File: src/source/opcodePkg.sv
// Opcode views follow the Z80 x/y/z and x/p/q/z split; step values count from the opcode fetch.
package opcodePkg;

    // Register index as encoded in y and in the low/high halves of a pair.
    typedef enum logic [2:0] {
        regB,
        regC,
        regD,
        regE,
        regH,
        regL,
        regMem,
        regA
    } regIdxT;

    typedef enum logic [1:0] {
        pairBc,
        pairDe,
        pairHl,
        pairSp
    } pairIdxT;

    typedef struct packed {
        logic [1:0] x;
        logic [2:0] y; // 8-bit register or condition.
        logic [2:0] z;
    } opcodeXyzT;

    typedef struct packed {
        logic [1:0] x;
        pairIdxT    p;
        logic       q;
        logic [2:0] z;
    } opcodeXpqzT;

    // Same byte, decoded by y or by p and q.
    typedef union packed {
        opcodeXyzT  xyz;
        opcodeXpqzT xpqz;
    } opcodeT;

    // Named steps of the instruction; later steps belong to the sequencer.
    typedef enum int unsigned {
        stepFirst  = 0,
        stepSecond = 1
    } stepT;

endpackage

File: src/source/controlPkg.sv
// Control word for the datapath; regWrite is one-hot in register index order, (HL) bit unused.
package controlPkg;

    typedef enum logic [3:0] {
        aluNone,
        aluAdd,
        aluSub,
        aluRlc,
        aluRrc,
        aluRl,
        aluRr,
        aluCpl,
        aluScf,
        aluCcf
    } aluOpT;

    // Entry points of the instruction sequencer.
    typedef enum logic [2:0] {
        seqNone,
        seqDjnz,
        seqJr,
        seqJrCond,
        seqLdPairImm,
        seqLdRegImm,
        seqLdIndirect,
        seqIncDecMem
    } seqEntryT;

    typedef struct packed {
        logic s;
        logic z;
        logic h;
        logic pv;
        logic n;
        logic c;
    } flagMaskT;

    localparam flagMaskT FlagsHnc = '{s: 1'b0, z: 1'b0, h: 1'b1, pv: 1'b0, n: 1'b1, c: 1'b1};
    localparam flagMaskT FlagsHn = '{s: 1'b0, z: 1'b0, h: 1'b1, pv: 1'b0, n: 1'b1, c: 1'b0};
    localparam flagMaskT FlagsIncDec = '{s: 1'b1, z: 1'b1, h: 1'b1, pv: 1'b1, n: 1'b1, c: 1'b0};

    typedef struct packed {
        logic              endInstr; // Step reset and new M1.
        logic              exAf;
        seqEntryT          seqEntry;
        aluOpT             aluOp;
        logic              aluOne; // Second operand is 1.
        opcodePkg::pairIdxT srcPair;
        logic [7:0]        regWrite;
        logic              spWriteLow;
        logic              spWriteHigh;
        flagMaskT          flagWrite;
        logic              busRead;
        logic              busWrite;
        opcodePkg::pairIdxT addrPair;
        logic [2:0]        target; // Register, pair or condition.
        logic              halfHigh;
    } controlT;

    typedef struct packed {
        logic    known;
        controlT ctrl;
    } groupWordT;

endpackage

File: src/source/controlMerge.sv
// One cycle of latency, no back-pressure; expects at most one group word known per opcode.
`timescale 1ns/100ps

module controlMerge (
    input  logic                  clk,
    input  logic                  rstN,
    input  logic                  opValid,
    input  controlPkg::groupWordT words [4],
    output logic                  ctrlValid,
    output controlPkg::controlT   ctrl,
    output logic                  unsupported
);

    controlPkg::controlT merged;
    logic anyKnown;

    always_comb begin
        merged = '0;
        anyKnown = 1'b0;
        for (int i = 0; i < 4; i++) begin
            merged = controlPkg::controlT'(merged | words[i].ctrl);
            anyKnown = anyKnown | words[i].known;
        end
    end

    always_ff @(posedge clk or negedge rstN) begin
        if (!rstN) begin
            ctrlValid <= 1'b0;
            ctrl <= '0;
            unsupported <= 1'b0;
        end else begin
            ctrlValid <= opValid;
            ctrl <= opValid ? merged : '0;
            unsupported <= opValid && !anyKnown; // Other quadrants and DAA.
        end
    end

    // Group decoders cover disjoint opcode ranges.
    assert property (@(posedge clk) disable iff (!rstN)
        $onehot0({words[3].known, words[2].known, words[1].known, words[0].known}));

    assert property (@(posedge clk) disable iff (!rstN)
        !(ctrl.endInstr && ctrl.seqEntry != controlPkg::seqNone));

    assert property (@(posedge clk) disable iff (!rstN) $onehot0(ctrl.regWrite));

endmodule

File: src/source/immRotateDecoder.sv
// Handles x = 0 with z = 6 or 7 only; DAA is not decoded and reads as unknown.
`timescale 1ns/100ps

module immRotateDecoder #(
    parameter int StepWidth = 5
) (
    input  opcodePkg::opcodeT     opcode,
    input  logic [StepWidth-1:0]  step,
    output controlPkg::groupWordT word
);

    logic atFirst;

    assign atFirst = (step == StepWidth'(opcodePkg::stepFirst));

    always_comb begin
        word = '0;
        if (opcode.xyz.x == 2'd0 && opcode.xyz.z[2:1] == 2'd3) begin
            if (!opcode.xyz.z[0]) begin
                word.known = 1'b1;
                if (atFirst) begin
                    word.ctrl.seqEntry = controlPkg::seqLdRegImm;
                    word.ctrl.target = opcode.xyz.y;
                end
            end else if (opcode.xyz.y != 3'd4) begin
                word.known = 1'b1;
                if (atFirst) begin
                    word.ctrl.endInstr = 1'b1;
                    word.ctrl.flagWrite = controlPkg::FlagsHnc;
                    case (opcode.xyz.y)
                        3'd0: word.ctrl.aluOp = controlPkg::aluRlc;
                        3'd1: word.ctrl.aluOp = controlPkg::aluRrc;
                        3'd2: word.ctrl.aluOp = controlPkg::aluRl;
                        3'd3: word.ctrl.aluOp = controlPkg::aluRr;
                        3'd5: begin
                            word.ctrl.aluOp = controlPkg::aluCpl;
                            word.ctrl.flagWrite = controlPkg::FlagsHn; // Carry kept.
                        end
                        3'd6: word.ctrl.aluOp = controlPkg::aluScf;
                        default: word.ctrl.aluOp = controlPkg::aluCcf;
                    endcase
                    // Rotates and CPL write A.
                    word.ctrl.regWrite[opcodePkg::regA] = !opcode.xyz.y[2] || !opcode.xyz.y[1];
                end
            end
        end
    end

endmodule

File: src/source/incDecDecoder.sv
// Handles x = 0 with z = 4 or 5 only; INC/DEC (HL) goes to the sequencer.
`timescale 1ns/100ps

module incDecDecoder #(
    parameter int StepWidth = 5
) (
    input  opcodePkg::opcodeT     opcode,
    input  logic [StepWidth-1:0]  step,
    output controlPkg::groupWordT word
);

    logic atFirst;

    assign atFirst = (step == StepWidth'(opcodePkg::stepFirst));

    always_comb begin
        word = '0;
        if (opcode.xyz.x == 2'd0 && opcode.xyz.z[2:1] == 2'd2) begin
            word.known = 1'b1;
            if (atFirst) begin
                if (opcode.xyz.y == opcodePkg::regMem) begin
                    word.ctrl.seqEntry = controlPkg::seqIncDecMem;
                end else begin
                    // z = 5 is DEC.
                    word.ctrl.aluOp = opcode.xyz.z[0] ? controlPkg::aluSub : controlPkg::aluAdd;
                    word.ctrl.aluOne = 1'b1;
                    word.ctrl.regWrite[opcode.xyz.y] = 1'b1;
                    word.ctrl.flagWrite = controlPkg::FlagsIncDec;
                    word.ctrl.endInstr = 1'b1;
                end
            end
        end
    end

endmodule

File: src/source/indirectPairDecoder.sv
// Handles x = 0 with z = 2 or 3 only; LD (nn) forms are left to the sequencer.
`timescale 1ns/100ps

module indirectPairDecoder #(
    parameter int StepWidth = 5
) (
    input  opcodePkg::opcodeT     opcode,
    input  logic [StepWidth-1:0]  step,
    output controlPkg::groupWordT word
);

    logic atFirst;
    logic atSecond;
    logic isSp;

    assign atFirst = (step == StepWidth'(opcodePkg::stepFirst));
    assign atSecond = (step == StepWidth'(opcodePkg::stepSecond));
    assign isSp = (opcode.xpqz.p == opcodePkg::pairSp);

    always_comb begin
        word = '0;
        if (opcode.xpqz.x == 2'd0 && opcode.xpqz.z[2:1] == 2'd1) begin
            word.known = 1'b1;
            if (!opcode.xpqz.z[0]) begin
                if (atFirst && !opcode.xpqz.p[1]) begin
                    // LD (BC),A / LD (DE),A and the reverse loads.
                    word.ctrl.addrPair = opcode.xpqz.p;
                    word.ctrl.busWrite = !opcode.xpqz.q;
                    word.ctrl.busRead = opcode.xpqz.q;
                    word.ctrl.regWrite[opcodePkg::regA] = opcode.xpqz.q;
                    word.ctrl.endInstr = 1'b1;
                end else if (atFirst) begin
                    word.ctrl.seqEntry = controlPkg::seqLdIndirect;
                end
            end else if (atFirst || atSecond) begin
                word.ctrl.aluOp = opcode.xpqz.q ? controlPkg::aluSub : controlPkg::aluAdd;
                word.ctrl.aluOne = 1'b1;
                word.ctrl.srcPair = opcode.xpqz.p;
                word.ctrl.halfHigh = atSecond;
                word.ctrl.endInstr = atSecond;
                if (isSp) begin
                    word.ctrl.spWriteLow = atFirst;
                    word.ctrl.spWriteHigh = atSecond;
                end else begin
                    word.ctrl.regWrite[{opcode.xpqz.p, atFirst}] = 1'b1; // Odd index is low byte.
                end
            end
        end
    end

endmodule

File: src/source/jumpPairDecoder.sv
// Handles x = 0 with z = 0 or 1 only; relative jumps and LD rr,nn are left to the sequencer.
`timescale 1ns/100ps

module jumpPairDecoder #(
    parameter int StepWidth = 5
) (
    input  opcodePkg::opcodeT     opcode,
    input  logic [StepWidth-1:0]  step,
    output controlPkg::groupWordT word
);

    logic atFirst;
    logic atSecond;

    assign atFirst = (step == StepWidth'(opcodePkg::stepFirst));
    assign atSecond = (step == StepWidth'(opcodePkg::stepSecond));

    always_comb begin
        word = '0;
        if (opcode.xyz.x == 2'd0 && opcode.xyz.z[2:1] == 2'd0) begin
            word.known = 1'b1;
            if (!opcode.xyz.z[0]) begin
                if (atFirst) begin
                    case (opcode.xyz.y)
                        3'd0: word.ctrl.endInstr = 1'b1; // NOP.
                        3'd1: begin
                            word.ctrl.exAf = 1'b1;
                            word.ctrl.endInstr = 1'b1;
                        end
                        3'd2: word.ctrl.seqEntry = controlPkg::seqDjnz;
                        3'd3: word.ctrl.seqEntry = controlPkg::seqJr;
                        default: begin
                            word.ctrl.seqEntry = controlPkg::seqJrCond;
                            word.ctrl.target = {1'b0, opcode.xyz.y[1:0]}; // y - 4.
                        end
                    endcase
                end
            end else if (!opcode.xpqz.q) begin
                if (atFirst) begin
                    word.ctrl.seqEntry = controlPkg::seqLdPairImm;
                    word.ctrl.target = {1'b0, opcode.xpqz.p};
                end
            end else if (atFirst || atSecond) begin
                // ADD HL,rr writes the low byte first.
                word.ctrl.aluOp = controlPkg::aluAdd;
                word.ctrl.srcPair = opcode.xpqz.p;
                if (atFirst) begin
                    word.ctrl.regWrite[opcodePkg::regL] = 1'b1;
                end else begin
                    word.ctrl.halfHigh = 1'b1;
                    word.ctrl.regWrite[opcodePkg::regH] = 1'b1;
                    word.ctrl.flagWrite = controlPkg::FlagsHnc;
                    word.ctrl.endInstr = 1'b1;
                end
            end
        end
    end

endmodule

File: src/source/quadrantDecoder.sv
// Decodes only the x = 0 quadrant; step must be held by an external step counter.
`timescale 1ns/100ps

module quadrantDecoder #(
    parameter int StepWidth = 5
) (
    input  logic                 clk,
    input  logic                 rstN,
    input  logic                 opValid,
    input  opcodePkg::opcodeT    opcode,
    input  logic [StepWidth-1:0] step,
    output logic                 ctrlValid,
    output controlPkg::controlT  ctrl,
    output logic                 unsupported
);

    controlPkg::groupWordT groupWords [4]; // Indexed by opcode bits 2:1.

    jumpPairDecoder #(.StepWidth(StepWidth)) jumpPairDecoder_i (
        .opcode(opcode),
        .step(step),
        .word(groupWords[0])
    );

    indirectPairDecoder #(.StepWidth(StepWidth)) indirectPairDecoder_i (
        .opcode(opcode),
        .step(step),
        .word(groupWords[1])
    );

    incDecDecoder #(.StepWidth(StepWidth)) incDecDecoder_i (
        .opcode(opcode),
        .step(step),
        .word(groupWords[2])
    );

    immRotateDecoder #(.StepWidth(StepWidth)) immRotateDecoder_i (
        .opcode(opcode),
        .step(step),
        .word(groupWords[3])
    );

    controlMerge controlMerge_i (
        .clk(clk),
        .rstN(rstN),
        .opValid(opValid),
        .words(groupWords),
        .ctrlValid(ctrlValid),
        .ctrl(ctrl),
        .unsupported(unsupported)
    );

endmodule
File: config.mk
export PLATFORM = sky130hd
export DESIGN_NAME = quadrantDecoder
export DESIGN_NICKNAME = d
export VERILOG_FILES = /design/src/source/opcodePkg.sv /design/src/source/controlPkg.sv /design/src/source/controlMerge.sv /design/src/source/immRotateDecoder.sv /design/src/source/incDecDecoder.sv /design/src/source/indirectPairDecoder.sv /design/src/source/jumpPairDecoder.sv /design/src/source/quadrantDecoder.sv
export SDC_FILE = /design/constraint.sdc
export NUM_CORES = 1
export LEC_CHECK = 0
export BUFFER_PORTS_ARGS = -buffer_cell sky130_fd_sc_hd__buf_2
export CAP_MARGIN = 0
export CORE_MARGIN = 5
export CORE_UTILIZATION = 51
export DETAILED_ROUTE_END_ITERATION = 7
export PLACE_DENSITY = 0.77
export SYNTH_ARGS = -nofsm -noshare
export SYNTH_HDL_FRONTEND = slang
export SYNTH_HIERARCHICAL = 1
export SYNTH_SLANG_ARGS = --single-unit
File: constraint.sdc
create_clock -name clk -period 0.8 [get_ports clk]
set_clock_uncertainty 0.1 [all_clocks]
set_input_delay 0.12 -clock clk [delete_from_list [all_inputs] [get_ports clk]]
set_output_delay 0.12 -clock clk [all_outputs]
set_load 0.01 [all_outputs]
==> results list <==
* Remaining design rule violation count: 0
- The path class of the tightest hold or removal check is in2reg.
- Standard-cell rows: 28
- For the worst setup path, the data required time is just over 0.9 ns.
* Category of the critical setup timing path: in2reg
- In this run the count of I/O pins placed on the die edge is 54.
- IR analysis of the VDD net gives a maximum drop of 784 uV.
- Number of global-route vias before repair: between 2,000 and 2,500
- Height of the die: 86.7 um
- For this run, the top clock speed supported by timing is 0.658 GHz.
- First-pass GRT wire length: 12,200 um
- Global routing consumed, over all layers together, around a fifth of the routing resources.
- The count of final max-slew check failures came to 0.
* Count of input and output buffers: 53
- Async SR Flop Fraction: 100%
- The count of final hold-check violations came to 0.
- Post-route cell area: 0.00399 mm2
- Proportion of layout cells with a drive suffix above 1: 48.0%
- Data arrival time of the critical path: 1.65 ns
* Area overhead of the layout relative to synthesis: 33.1%
- TritonCTS clock tree: yes
- Min setup slack post-route: -0.720 ns
- The floorplan step defined a die boundary enclosing 0.00752 mm2.
* Max Buffers Root-to-Sink: 2
* Yosys warning count: 6
- The number of clock buffers added by TritonCTS is 5.
- Number of fillers in the final layout: 429
- Pin count of the biggest net entering global routing: 39
- The cell sitting at the root of the clock tree is a sky130_fd_sc_hd__clkbuf_8.
- Count of H-tree levels built during CTS: 2
* Final net count: around 410
- Count of TritonRoute iterations in the first routing pass: 4
- Multi-input logic area: 0.00185 mm2
* Number of enable flip-flop cells after synthesis: 0
- In this run, synthesis produced a sequential element count of 38.
- The initial antenna violation count was 0.
* Num Clock Sinks: 38
* Post-route worst hold slack: 0.0531 ns
* Pwr Total: 4.60 mW
- The region available for standard cell placement spans 0.00582 mm2.
- Element type at the critical path end: flop
- The path with the worst hold slack has its endpoint at controlMerge_i/ctrl[30].
- Routability-driven placement finished with a final weighted congestion of 0.873.
- Final period util: 190%
- Across the whole layout, storage elements account for 951 um2.
- The worst hold path begins at opValid.
* Static leakage: 1.83 nW
- Max-cap violations in this run came to 0.
- Clock slew at reported path FFs: roughly 0.070 ns
- Drt wl/cell: 15.9 um
* Antenna Violating Nets Remaining: 0
- Setup violations remaining at the end of the flow were counted as 73.
* Number of diodes: 0
- For this block, the routed nets add up to 7460 um of wire.
- Unrepaired setup endpoints after global routing: true
- Number of design-rule violations left by the first detailed-router iteration: around 150
- For this configuration, the core starts out at a cell density of 51.6%.
* Via-per-instance ratio: 5.14
- The checks that failed: setup timing.
* Highest net fanout along the worst path: 7
* Synthesized area: 0.00300 mm2
- Count of vias placed by the detailed router: between 2,000 and 2,500
- HPWL after DPL: 4740 um
- Die outline width: 86.7 um
- A synthesized cell averages 10.1 um2.
* Critical Path Start Type: input pin
- In this run the cell area measured after placement is about 0.0034 mm2.
- The flow ran to the end, but the final reports show violations.
- Summing the sequential cell areas from Yosys gives a little under a third of the chip area.
- Final global-route overflow total: 0
- Fin crit period: between 1.5 and 2 ns
* Number of instances on the worst hold path: 2
- In this run the power density over the cells is approximately 1200 mW/mm2.
- Synth Flop Type: sky130_fd_sc_hd__dfrtp_1
* Library cells used by synthesis: 39
- Synthesis handed over a netlist of 297 instances.
- Dpl ws: -1.05 ns
cell usage in the layout (no fill, tap or decap), types with 4 or more instances in the layout:
cell type                  Yosys  layout
sky130_fd_sc_hd__nand2_1       8       7
sky130_fd_sc_hd__or3b_2        4       4
sky130_fd_sc_hd__conb_1        4      74
sky130_fd_sc_hd__a21oi_1       6       5
sky130_fd_sc_hd__inv_1         8       6
sky130_fd_sc_hd__nor4_4        2      19
sky130_fd_sc_hd__buf_6         4      24
sky130_fd_sc_hd__buf_2         1      42
sky130_fd_sc_hd__dfrtp_1      38      38
sky130_fd_sc_hd__buf_4        93      43
sky130_fd_sc_hd__or4_4         5       9
sky130_fd_sc_hd__nor3_2        0       4
sky130_fd_sc_hd__nor4_2        9       5
sky130_fd_sc_hd__nor4_1       17       4
sky130_fd_sc_hd__buf_12        3       7
sky130_fd_sc_hd__o41a_1       36      36
sky130_fd_sc_hd__and2_1        6       4
sky130_fd_sc_hd__nor3_4        0       4
sky130_fd_sc_hd__clkbuf_8      0       6
sky130_fd_sc_hd__nor2_1        7       5
worst max-delay path by stage:
stage	slack [ns]	start	cells past startpoint	end
6_report	-0.72	step[0]	5	controlMerge_i/ctrl[29]
2_1_floorplan	-0.95	step[0]	6	controlMerge_i/ctrl[35]
3_3_place_gp	-1.01	step[0]	5	controlMerge_i/ctrl[9]
5_1_grt	-0.74	step[0]	5	controlMerge_i/ctrl[35]
4_1_cts	-0.72	step[0]	5	controlMerge_i/ctrl[29]
3_5_place_dp	-1.05	step[0]	5	controlMerge_i/ctrl[29]
metrics by stage:
stage	utilization, %	std cells	TNS [ns]
floorplan	-	367	-24.15
global placement	58.1	443	-31.42
detailed placement	58.1	443	-32.28
CTS	66.2	465	-28.35
global route	68.7	469	-30.90
finish	68.7	469	-28.61
final cells by class:
type	count	share of cell area (%)
well taps	75	2.35
multi-input cells	221	46.3
inverters	8	0.752
repair buffers	119	24.5
clock inverters	1	0.125
flip-flops and latches	38	23.8
clock buffers	7	2.16
cell usage after synthesis (all sizes together), types with 4 or more instances:
| master | number | area [um2] |
|---|---|---|
| a21oi | 6 | 30.0 |
| and2 | 7 | 45.1 |
| buf | 101 | 808 |
| conb | 4 | 15.0 |
| dfrtp | 38 | 951 |
| inv | 8 | 30.0 |
| nand2 | 8 | 30.0 |
| nand2b | 4 | 25.0 |
| nor2 | 7 | 26.3 |
| nor3 | 10 | 50.1 |
| nor4 | 28 | 262 |
| o41a | 36 | 405 |
| or2 | 4 | 25.0 |
| or3 | 4 | 25.0 |
| or3b | 4 | 35.0 |
| or4 | 7 | 71.3 |
flip-flops by register name, summed over array words and instances (netlist names):
signal	flops
controlMerge_i/ctrlValid	1
controlMerge_i/ctrl	36
controlMerge_i/unsupported	1
logic make-up (layout without fill, tap and decap cells):
logic type,Yosys count,after routing,share of synthesized area (%)
AO/OA/AOI/OAI,47,47,15.6
AND/OR/NAND/NOR,95,98,23.4
other,4,74,0.500
buffers and inverters,111,135,28.2
flip-flops,38,38,31.7
XOR/XNOR,2,2,0.584
worst max-delay path, cell delays in order:
cell and delay, ns:
sky130_fd_sc_hd__buf_6 0.09, sky130_fd_sc_hd__or4_4 0.53, sky130_fd_sc_hd__or4_4 0.57, sky130_fd_sc_hd__nor3b_2 0.18
sky130_fd_sc_hd__o41a_1 0.15
layer usage:
| metal | part of all wire (%) | wire length (um) | GRT usage [%] |
|---|---|---|---|
| met5 | 0 | 0 | 0 |
| met4 | 1.9 | 144 | 7.37 |
| met3 | 6.6 | 494 | 4.56 |
| met2 | 51 | 3800 | 35.8 |
| met1 | 40 | 3020 | 25.6 |
power by group:
group / leakage, nW / internal (mW) / total [mW] / switching, mW
Clock: 0.0482 / 0.695 / 1.38 / 0.680
Sequential: 0.471 / 2.03 / 2.06 / 0.0303
Combinational: 1.31 / 0.526 / 1.16 / 0.639
what timing repair did:
action | in CTS | in global routing
hold buffers | 2 | 0
buffers inserted | 9 | 4
pin swaps | 30 | 15
gates resized for setup | 48 | 21
gates cloned | 3 | 0
endpoints found under the hold margin | 39 | 0
setup endpoints to repair | 73 | 73
No activity file was read; power rests on OpenSTA's default activity.
